===== config.mk =====
export PLATFORM = sky130hd
export DESIGN_NAME = tgfx_loader_top
export DESIGN_NICKNAME = d
export VERILOG_FILES = /design/src/hw/tgfx_stream_pkg.sv /design/src/hw/tgfx_rom_pkg.sv /design/src/hw/rom_loader.sv /design/src/hw/cheat_loader.sv /design/src/hw/rom_fetch_router.sv /design/src/hw/tgfx_loader_top.sv
export SDC_FILE = /design/constraint.sdc
export NUM_CORES = 1
export LEC_CHECK = 0
export ABC_AREA = 1
export ABC_CLOCK_PERIOD_IN_PS = 3300
export BUFFER_PORTS_ARGS = -buffer_cell sky130_fd_sc_hd__buf_2
export CORE_AREA = 2 2 133 135
export DETAILED_ROUTE_END_ITERATION = 6
export DIE_AREA = 0 0 135 137
export PLACE_DENSITY = 0.76
export SYNTH_ARGS = -nofsm -noshare
export SYNTH_HDL_FRONTEND = slang
export SYNTH_SLANG_ARGS = --single-unit

===== constraint.sdc =====
create_clock -name clk_sys -period 3.3 [get_ports clk_sys]
set_input_delay 0 -clock clk_sys [delete_from_list [all_inputs] [get_ports clk_sys]]
set_output_delay 0 -clock clk_sys [all_outputs]
set_load 0.02 [all_outputs]

===== src/hw/tgfx_stream_pkg.sv =====
// Host download stream types
package tgfx_stream_pkg;

	// ==============================
	// Stream from the host
	// ==============================

	typedef struct packed {
		logic        wr;   // Write strobe
		logic [24:0] addr; // Byte address
		logic [15:0] data;
	} stream_word_t;

	typedef struct packed {
		logic       download; // High for the whole transfer
		logic [7:0] index;    // Menu slot of the file
	} stream_ctl_t;

	localparam logic [7:0] CODE_INDEX = 8'hFF; // Cheat file
	localparam logic [4:0] SGX_INDEX  = 5'd2;  // SuperGrafx image, low five bits

	// ==============================
	// Cheat record
	// ==============================

	// Console view, flags on top
	typedef struct packed {
		logic [31:0] flags;
		logic [31:0] addr;
		logic [31:0] compare;
		logic [31:0] replace;
	} cheat_fields_t;

	typedef union packed {
		logic [7:0][15:0] words; // Loader view
		cheat_fields_t    f;     // Console view
	} cheat_rec_t;

	// Word slot inside the record for each stream beat
	typedef enum logic [2:0] {
		SLOT_REP_LO   = 3'd0,
		SLOT_REP_HI   = 3'd1,
		SLOT_CMP_LO   = 3'd2,
		SLOT_CMP_HI   = 3'd3,
		SLOT_ADDR_LO  = 3'd4,
		SLOT_ADDR_HI  = 3'd5,
		SLOT_FLAGS_LO = 3'd6,
		SLOT_FLAGS_HI = 3'd7
	} cheat_word_slot_e;

	// Beat number is byte offset 0..14 divided by two
	function automatic cheat_word_slot_e cheat_slot(input logic [2:0] beat);
		case (beat)
			3'd0: return SLOT_FLAGS_LO;
			3'd1: return SLOT_FLAGS_HI;
			3'd2: return SLOT_ADDR_LO;
			3'd3: return SLOT_ADDR_HI;
			3'd4: return SLOT_CMP_LO;
			3'd5: return SLOT_CMP_HI;
			3'd6: return SLOT_REP_LO;
			default: return SLOT_REP_HI;
		endcase
	endfunction

endpackage


===== src/hw/tgfx_rom_pkg.sv =====
// ROM memory ports and header constants
package tgfx_rom_pkg;

	// ==============================
	// Address widths
	// ==============================

	localparam int ROM_AW   = 24; // Write side, byte address
	localparam int FETCH_AW = 22; // Console read side

	// Copier header in front of some images
	localparam int HDR_OFFSET = 512;

	// ==============================
	// POPULOUS detection
	// ==============================

	// Rows of address bits 23:4 that hold the title
	localparam logic [19:0] POP_ROW_A = 20'h212;
	localparam logic [19:0] POP_ROW_B = 20'h1F2;

	// Expected words at offsets 6, 8, 10 and 12 of the row
	localparam logic [0:3][15:0] POP_SIG = {16'h4F50, 16'h5550, 16'h4F4C, 16'h5355};

	// ==============================
	// Memory ports
	// ==============================

	// Shared write port, one request toggle for both memories
	typedef struct packed {
		logic [ROM_AW-1:0] addr;
		logic [15:0]       data;
		logic              req; // Flips once per write
	} rom_wr_t;

	// Read port, address already offset past any header
	typedef struct packed {
		logic              rd;
		logic [ROM_AW-1:0] addr;
	} rom_rd_t;

endpackage


===== src/hw/rom_loader.sv =====
// Cartridge ROM download loader
`timescale 1ns/100ps

module rom_loader
	import tgfx_stream_pkg::*;
	import tgfx_rom_pkg::*;
(
	input  logic         clk_sys,
	input  logic         arst_n,
	input  stream_word_t stream,
	input  stream_ctl_t  ctl,
	input  logic         swap_bits,
	input  logic         ddr_wr_ack,
	input  logic         sdr_wr_ack,
	output rom_wr_t      rom_wr,
	output logic         stream_wait,
	output logic         populous,
	output logic         sgx,
	output logic [7:0]   rom_size,
	output logic         header_present
);

	logic              cart_download;
	logic              cart_dl_q;
	logic              dl_start;
	logic              beat;
	logic              both_acked;
	logic [15:0]       beat_data;
	logic              sig_miss;
	logic [ROM_AW-1:0] wr_addr;
	logic [15:0]       wr_data;
	logic              req_tgl;
	logic [1:0]        pop_q; // One flag per 8 KB half, by addr[13]

	function automatic logic [7:0] rev8(input logic [7:0] b);
		logic [7:0] r;
		for (int i = 0; i < 8; i++) begin
			r[i] = b[7-i];
		end
		return r;
	endfunction

	// ==============================
	// Stream decode
	// ==============================

	assign cart_download = ctl.download && (ctl.index != CODE_INDEX);
	assign dl_start      = cart_download && !cart_dl_q;
	assign beat          = stream.wr && cart_download;

	// Bits reversed in each byte, then bytes exchanged
	assign beat_data = swap_bits ? {rev8(stream.data[7:0]), rev8(stream.data[15:8])}
	                             : stream.data;

	// Both memories have caught up with the toggle
	assign both_acked = (req_tgl == ddr_wr_ack) && (req_tgl == sdr_wr_ack);

	// Title check on the two candidate header rows
	always_comb begin
		sig_miss = 1'b0;
		if (wr_addr[ROM_AW-1:4] == POP_ROW_A || wr_addr[ROM_AW-1:4] == POP_ROW_B) begin
			case (wr_addr[3:0])
				4'd6:  sig_miss = (beat_data != POP_SIG[0]);
				4'd8:  sig_miss = (beat_data != POP_SIG[1]);
				4'd10: sig_miss = (beat_data != POP_SIG[2]);
				4'd12: sig_miss = (beat_data != POP_SIG[3]);
				default: sig_miss = 1'b0;
			endcase
		end
	end

	// ==============================
	// Write sequencing
	// ==============================

	always_ff @(posedge clk_sys or negedge arst_n) begin
		if (!arst_n) begin
			cart_dl_q   <= 1'b0;
			stream_wait <= 1'b0;
			req_tgl     <= 1'b0;
			wr_addr     <= '0;
			pop_q       <= 2'b00;
			sgx         <= 1'b0;
		end else begin
			cart_dl_q <= cart_download;
			if (dl_start) begin
				wr_addr <= '0;
				pop_q   <= 2'b11; // Assume a match until a word differs
				sgx     <= (ctl.index[4:0] == SGX_INDEX);
			end else if (beat) begin
				stream_wait <= 1'b1; // Hold the host until both acks
				req_tgl     <= ~req_tgl;
				if (sig_miss) begin
					pop_q[wr_addr[13]] <= 1'b0;
				end
			end else if (stream_wait && both_acked) begin
				stream_wait <= 1'b0;
				wr_addr     <= wr_addr + ROM_AW'(2);
			end
		end
	end

	// Held with the request until the next beat
	always_ff @(posedge clk_sys) begin
		if (beat) begin
			wr_data <= beat_data;
		end
	end

	assign rom_wr = '{addr: wr_addr, data: wr_data, req: req_tgl};

	// ==============================
	// Image info
	// ==============================

	// Bit 9 set means the image carries a 512-byte header
	assign header_present = wr_addr[9];
	assign populous       = pop_q[wr_addr[9]];
	assign rom_size       = wr_addr[ROM_AW-1:16];

endmodule


===== src/hw/cheat_loader.sv =====
// Cheat record loader
`timescale 1ns/100ps

module cheat_loader
	import tgfx_stream_pkg::*;
(
	input  logic         clk_sys,
	input  logic         arst_n,
	input  stream_word_t stream,
	input  stream_ctl_t  ctl,
	output cheat_rec_t   cheat,
	output logic         cheat_valid,
	output logic         cheat_reset
);

	logic code_wr;
	logic last_word;

	// Only even offsets carry a word
	assign code_wr   = ctl.download && (ctl.index == CODE_INDEX) && stream.wr
	                   && !stream.addr[0];
	assign last_word = (stream.addr[3:0] == 4'd14); // Replace top word

	// Record words, slot picked by the beat number
	always_ff @(posedge clk_sys) begin
		if (code_wr) begin
			cheat.words[cheat_slot(stream.addr[3:1])] <= stream.data;
		end
	end

	always_ff @(posedge clk_sys or negedge arst_n) begin
		if (!arst_n) begin
			cheat_valid <= 1'b0;
			cheat_reset <= 1'b0;
		end else begin
			cheat_valid <= code_wr && last_word;
			// First word of any download clears the console's code list
			cheat_reset <= ctl.download && stream.wr && (stream.addr == '0);
		end
	end

endmodule


===== src/hw/rom_fetch_router.sv =====
// Console ROM fetch router
`timescale 1ns/100ps

module rom_fetch_router
	import tgfx_rom_pkg::*;
#(
	parameter int FETCH_AW = 22
) (
	input  logic                clk_sys,
	input  logic                arst_n,

	// Console side
	input  logic                fetch_rd,
	input  logic [FETCH_AW-1:0] fetch_addr,
	input  logic                header_present,
	input  logic                use_sdram,
	output logic [7:0]          fetch_data,
	output logic                fetch_rdy,

	// Memory side
	output rom_rd_t             ddr_rd,
	output rom_rd_t             sdr_rd,
	input  logic                ddr_rd_rdy,
	input  logic                sdr_rd_rdy,
	input  logic [7:0]          ddr_rd_data,
	input  logic [7:0]          sdr_rd_data
);

	logic [ROM_AW-1:0] rd_addr;
	logic              use_sdr_q; // Storage of the read in flight

	// Skip the copier header when present
	assign rd_addr = ROM_AW'(fetch_addr)
	                 + (header_present ? ROM_AW'(HDR_OFFSET) : ROM_AW'(0));

	// ==============================
	// Read strobes
	// ==============================

	assign ddr_rd = '{rd: fetch_rd && !use_sdram, addr: rd_addr};
	assign sdr_rd = '{rd: fetch_rd && use_sdram, addr: rd_addr};

	// Keeps the data mux steady while the read completes
	always_ff @(posedge clk_sys or negedge arst_n) begin
		if (!arst_n) begin
			use_sdr_q <= 1'b0;
		end else if (fetch_rd) begin
			use_sdr_q <= use_sdram;
		end
	end

	// ==============================
	// Return path
	// ==============================

	assign fetch_data = use_sdr_q ? sdr_rd_data : ddr_rd_data;
	assign fetch_rdy  = ddr_rd_rdy && sdr_rd_rdy; // Idle memory holds ready high

endmodule


===== src/hw/tgfx_loader_top.sv =====
// PC Engine loader top level
`timescale 1ns/100ps

module tgfx_loader_top
	import tgfx_stream_pkg::*;
	import tgfx_rom_pkg::*;
(
	input  logic                clk_sys,
	input  logic                arst_n,

	// Host stream
	input  stream_word_t        stream,
	input  stream_ctl_t         ctl,
	input  logic                swap_bits,
	input  logic                use_sdram,
	output logic                stream_wait,

	// ROM write side
	input  logic                ddr_wr_ack,
	input  logic                sdr_wr_ack,
	output rom_wr_t             rom_wr,

	// Image info
	output logic                populous,
	output logic                sgx,
	output logic [7:0]          rom_size,
	output logic                header_present,

	// Cheats
	output cheat_rec_t          cheat,
	output logic                cheat_valid,
	output logic                cheat_reset,

	// Console fetch
	input  logic                fetch_rd,
	input  logic [FETCH_AW-1:0] fetch_addr,
	output logic [7:0]          fetch_data,
	output logic                fetch_rdy,

	// ROM read side
	output rom_rd_t             ddr_rd,
	output rom_rd_t             sdr_rd,
	input  logic                ddr_rd_rdy,
	input  logic [7:0]          ddr_rd_data,
	input  logic                sdr_rd_rdy,
	input  logic [7:0]          sdr_rd_data
);

	rom_loader i_rom_loader (
		.clk_sys        (clk_sys),
		.arst_n         (arst_n),
		.stream         (stream),
		.ctl            (ctl),
		.swap_bits      (swap_bits),
		.ddr_wr_ack     (ddr_wr_ack),
		.sdr_wr_ack     (sdr_wr_ack),
		.rom_wr         (rom_wr),
		.stream_wait    (stream_wait),
		.populous       (populous),
		.sgx            (sgx),
		.rom_size       (rom_size),
		.header_present (header_present)
	);

	// Same stream, separate consumer
	cheat_loader i_cheat_loader (
		.clk_sys     (clk_sys),
		.arst_n      (arst_n),
		.stream      (stream),
		.ctl         (ctl),
		.cheat       (cheat),
		.cheat_valid (cheat_valid),
		.cheat_reset (cheat_reset)
	);

	rom_fetch_router #(
		.FETCH_AW (FETCH_AW)
	) i_rom_fetch_router (
		.clk_sys        (clk_sys),
		.arst_n         (arst_n),
		.fetch_rd       (fetch_rd),
		.fetch_addr     (fetch_addr),
		.header_present (header_present),
		.use_sdram      (use_sdram),
		.ddr_rd         (ddr_rd),
		.sdr_rd         (sdr_rd),
		.ddr_rd_rdy     (ddr_rd_rdy),
		.sdr_rd_rdy     (sdr_rd_rdy),
		.ddr_rd_data    (ddr_rd_data),
		.sdr_rd_data    (sdr_rd_data),
		.fetch_data     (fetch_data),
		.fetch_rdy      (fetch_rdy)
	);

endmodule


; Word level (Yosys, flattened, before mapping)
; Index checks and enable logic that the tools add are counted.
[classes]
muxes = 22
n_bitwise = 4
div_mod_pow = 0
n_mul = 0
reduce_logical = 30
shifts = 0
n_eq_ne = 23
n_addsub = 2
magnitude_cmp = 5
[ops]
columns = cell, n
row1 = $bwmux 128, 1
row2 = $mux 24, 3
row3 = $ne 16x15->1 const B, 4
row4 = $demux 16 s3, 1
row5 = $mux 16, 2
row6 = $logic_not 25->1, 1
row7 = $add 22x24->24, 1
row8 = $add 24x2->24 const B, 1
row9 = $pmux 3 s7, 1
row10 = $eq 20x10->1 const B, 1
row11 = $eq 20x9->1 const B, 1
row12 = $eq 4x4->1 const B, 4
row13 = $logic_and 1x1->1, 16
row14 = $mux 10, 1
row15 = $eq 3x3->1 const B, 3
row16 = $eq 8x8->1 const B, 1
row17 = $mux 8, 1
row18 = $ne 8x8->1 const B, 1
row19 = $reduce_and 2->1, 4
row20 = $reduce_bool 2->1, 4
row21 = $eq 3x2->1 const B, 2
row22 = $mux 1, 6
row23 = $mux 2, 3
row24 = $eq 5x2->1 const B, 1
row25 = other kinds (17), 22
[word_totals]
input_bits = 98
ff_bits = 177
latchBits = 0
wordCells = 97
romBits = 0
ramBits = 0
mem_count = 0

; Depth between registers and ports, before layout
[logic_depth]
ltp_word = 10
ltp_mapped = 12

; Cells and area by module
; A second synthesis with hierarchy kept.
[unflattened]
hier_cells = 735
area_unflattened_um2 = 7800.0
[modules_own_cells]
columns = module, instances, area_per_inst_um2, seq_area_each_um2, cells_per_inst
row1 = cheat_loader, 1, 4134.0, 3893.7, 186
row2 = rom_loader, 1, 2920.3, 1206.2, 421
row3 = rom_fetch_router, 1, 745.7, 25.0, 128

; Worst setup path after synthesis
; No wires, ideal clock.
[synth_path]
path_kind = register to output
from = register i_rom_loader.wr_addr[9]
to = output sdr_rd[21] (netlist bit)
arrival_time_ns = 2.220
t_required_ns = 3.300
slack_ns = 1.080
stages_incl_launch_ff = 10
path_cell_list = dfrtp_1 > ha_1 > ha_1 > nand3_1 > nor3_1 > nand3_1 > nor2_1 > nand3_1 > xor2_1 > buf_4
[synth_lines]
columns = element, line
row1 = "start, declared", rom_loader.sv:30  ; logic [ROM_AW-1:0] wr_addr;
row2 = "start signal, assigned", rom_loader.sv:98  ; wr_addr <= wr_addr + ROM_AW'(2);
row3 = "end, declared", tgfx_loader_top.sv:42  ; output rom_rd_t sdr_rd,

==> metrics <==
cells taking the most area after synthesis sky130_fd_sc_hd__edfxtp_1 (57%), sky130_fd_sc_hd__dfrtp_1 (11%), sky130_fd_sc_hd__nand2_1 (8.6%); # resized after CTS 0; starting utilization of the core area between 40% and 50%; number of antenna violations at the first check in global routing 0; Via density about 4.8; termination of the worst setup path sdr_rd[21]; source of the worst register-to-register timing path i_rom_loader.wr_addr[1]$_DFFE_PN0P_; maximum frequency from static timing analysis 404.0 MHz; number of placement rows 48; routability congestion estimate between 0.8 and 0.9; Worst Min Path Start fetch_addr[6]; clock slew seen by the registers of the worst setup and hold paths approximately 0.07 ns; Seq cells post-synth between 150 and 200; first-pass GRT wire length between 30000 and 40000 um; transition time of the tightest slew-check pin around 0.8 ns; CTS tree yes; first element of the critical path i_rom_loader.wr_addr[9]$_DFFE_PN0P_; via count slightly below 6000; overall die height 137 um; number of synthesized flops with an enable pin approximately 140; buffer count from post-CTS setup fixing 0; Area after DPL around 9100 sq um; worst hold slack slightly below 0.00001 ns; number of buffers created by CTS 17; area fraction in compound gates after synthesis under 10%; nature of the critical path endpoint output port; master cell of the clock root buffer sky130_fd_sc_hd__clkbuf_16; critical path data required time between 3 and 4 ns; setup repair after global routing missed its margin false; GR Overflow Total 0; leakage between 0.004 and 0.005 uW; clock latency on the worst-skew pair roughly 0.42 ns; overall routed net length 20620 um; hold-fix buffers at CTS 28; FFs w/ async S/R, synth between 10% and 20%; # diodes 0; RR Endpoint i_rom_loader.wr_addr[17]$_DFFE_PN0P_; mean post-synth cell area 11.19 sq um; Critical Path AT 2.48 ns; WL/cell about 17 um; sequential share of the synthesized area about two thirds; fraction of synthesized area in multiplexers 0%; post-synthesis adder-cell area fraction less than 1%; distinct cell type count after synthesis 34; type of the worst setup path reg2out; Simple-Gate Fraction of Synth Area 18.34%; fraction of post-synthesis cell area in the top cell type by area a little under three fifths; Setup Slack @ Placement around 1.3 ns; buffer depth of the longest clock path 2; die extent in x around 140 um; final clock period utilization by the worst path 75.00%; placeable core area between 15000 and 20000 sq um; count of boundary I/O pins 340; highest fanout seen on the critical path 6; Period minus WS final about 2.5 ns; startpoint types flop; HPWL after detailed placement about 15000 um; Die Area between 15000 and 20000 sq um; reported max-cap violation count 0; total clock sinks approximately 180; cell accounting for the most synthesized area sky130_fd_sc_hd__edfxtp_1; H-Tree Depth 4; pin count of the biggest net entering global routing 39; count of nets left with antenna violations after detail routing 0; final-stage net count roughly 1100; drt drc 0; Layout Utilization between 50 and 60%; dominant combinational cell family by area after synthesis simple AND/OR/NAND/NOR gates; VDD IR max 0.3423 mV; total number of yosys warnings 0; path class of the lowest-slack min-delay path in2out; outcome finished clean; overall routing resource usage a little over a fifth; primary flip-flop cell chosen by synthesis mapping sky130_fd_sc_hd__edfxtp_1; clock skew roughly 0.0072 ns; slack of the critical path between 0.8 and 0.9 ns; number of cells on the worst reg-to-reg path 8; number of search-and-repair iterations in the first detailed-routing pass 5; final setup vio count 0; violation count after the first detailed-route iteration ~380; share of layout cells above drive strength 1 between 30% and 40%; # port buffers slightly above 300; cell count after synthesis 678; setup slack on the worst flop-to-flop path roughly 1.5 ns; max_slew headroom 47.78%; post-route cell area between 9000 and 10000 sq um; Cell Pwr Density between 500 and 600 nW/um^2; setup tns final 0 ns; synthesis-to-finish area growth 31.35%; Hold Vio Cnt, Final 0; summed instance area of the synthesized netlist roughly 7600 sq um; parity-gate share of the synthesized area counting xor and xnor cells approximately 2.4%; number of pins with negative max-slew slack in the final report 0; count leader, synth sky130_fd_sc_hd__nand2_1; vias in the first global route 5503; most frequent cells after synthesis sky130_fd_sc_hd__nand2_1 (174), sky130_fd_sc_hd__edfxtp_1 (144), sky130_fd_sc_hd__inv_1 (67), sky130_fd_sc_hd__buf_4 (48), sky130_fd_sc_hd__nor2_1 (46)
[routing by layer]
layer	global-route usage, %	wire length [um]	vias up
met1	25.48	7753	2752
met5	0	0	-
li1	-	-	2854
met2	40.58	11030	261
met4	9.838	642	0
met3	3.037	1199	52
[state kept, by name, summed over array words and instances, names as in the netlist]
name / count
i_cheat_loader.cheat_valid: 1
i_rom_loader.pop_q: 2
i_rom_loader.wr_data: 16
i_rom_loader.stream_wait: 1
i_cheat_loader.cheat_reset: 1
i_rom_loader.sgx: 1
i_rom_loader.wr_addr: 23
i_rom_fetch_router.use_sdr_q: 1
i_rom_loader.cart_dl_q: 1
i_rom_loader.req_tgl: 1
i_cheat_loader.cheat: 128
[critical path, stage by stage, from the launching register on]
cell,delay [ns]
sky130_fd_sc_hd__dfrtp_1,0.44
sky130_fd_sc_hd__ha_1,0.20
sky130_fd_sc_hd__ha_1,0.19
sky130_fd_sc_hd__nand3_1,0.11
sky130_fd_sc_hd__nor3_1,0.29
sky130_fd_sc_hd__nand3_1,0.18
sky130_fd_sc_hd__nor2_1,0.18
sky130_fd_sc_hd__nand3_1,0.11
sky130_fd_sc_hd__xor2_1,0.17
sky130_fd_sc_hd__buf_2,0.20
[power breakdown]
part / switching (uW) / total, uW / leakage, uW / internal, uW
Combinational: 556 / 827 / 0.00253 / 271
Clock: 912 / 1920 / 0.000278 / 1000
Sequential: 114 / 2600 / 0.00172 / 2480
Total: 1580 / 5340 / 0.00453 / 3760
[layout make-up]
type / count / area [sq um]
fillers: 1445 / 7091
flip-flops and latches: 176 / 5125
repair buffers: 346 / 1894
multi-input cells: 376 / 1827
clock buffers: 17 / 425.4
well taps: 225 / 281.5
inverters: 71 / 266.5
clock inverters: 15 / 146.4
[how the worst min path moves through the flow]
stage | to | slack [ns] | cells past startpoint
2_1_floorplan | i_cheat_loader.cheat_reset$_DFF_PN0_ | -0.30 | 0
3_3_place_gp | sdr_rd[6] | 0.0003 | 0
3_5_place_dp | sdr_rd[6] | 0.0003 | 0
4_1_cts | sdr_rd[6] | 0.0003 | 0
5_1_grt | ddr_rd[0] | 0.00004 | 0
6_report | sdr_rd[6] | 0.00001 | 0
[kinds of logic after synthesis]
family	Yosys count
AO/OA/AOI/OAI	31
XOR/XNOR	21
adder cells (fa/ha/maj)	3
buffers and inverters	128
flip-flops	176
other	1
AND/OR/NAND/NOR	318
[placed cells by master (no fill, tap or decap), drive strengths merged, types with 2 or more instances in the layout]
master and count:
clkinvlp 2, clkbuf 17, conb 3, nor4 3, edfxtp 144, nand3b 2, nand3 43, clkinv 6
xnor2 2, o31ai 2, ha 3, dfrtp 32, dlygate4sd3 28, nand4 15, buf 318, xor2 19
nor3 25, o21ai 24, nor3b 2, a21oi 4, nand2 177, nor2 49, inv 78
[through the flow]
| stage | power [uW] | instances |
|---|---|---|
| detailed placement | 3442 | 1166 |
| finish | 5339 | 1226 |
| CTS | 5370 | 1226 |
| global placement | 3431 | 1166 |
| global route | 5565 | 1226 |
| floorplan | 3212 | 680 |
Note: power is estimated with default switching activity, not from simulation.
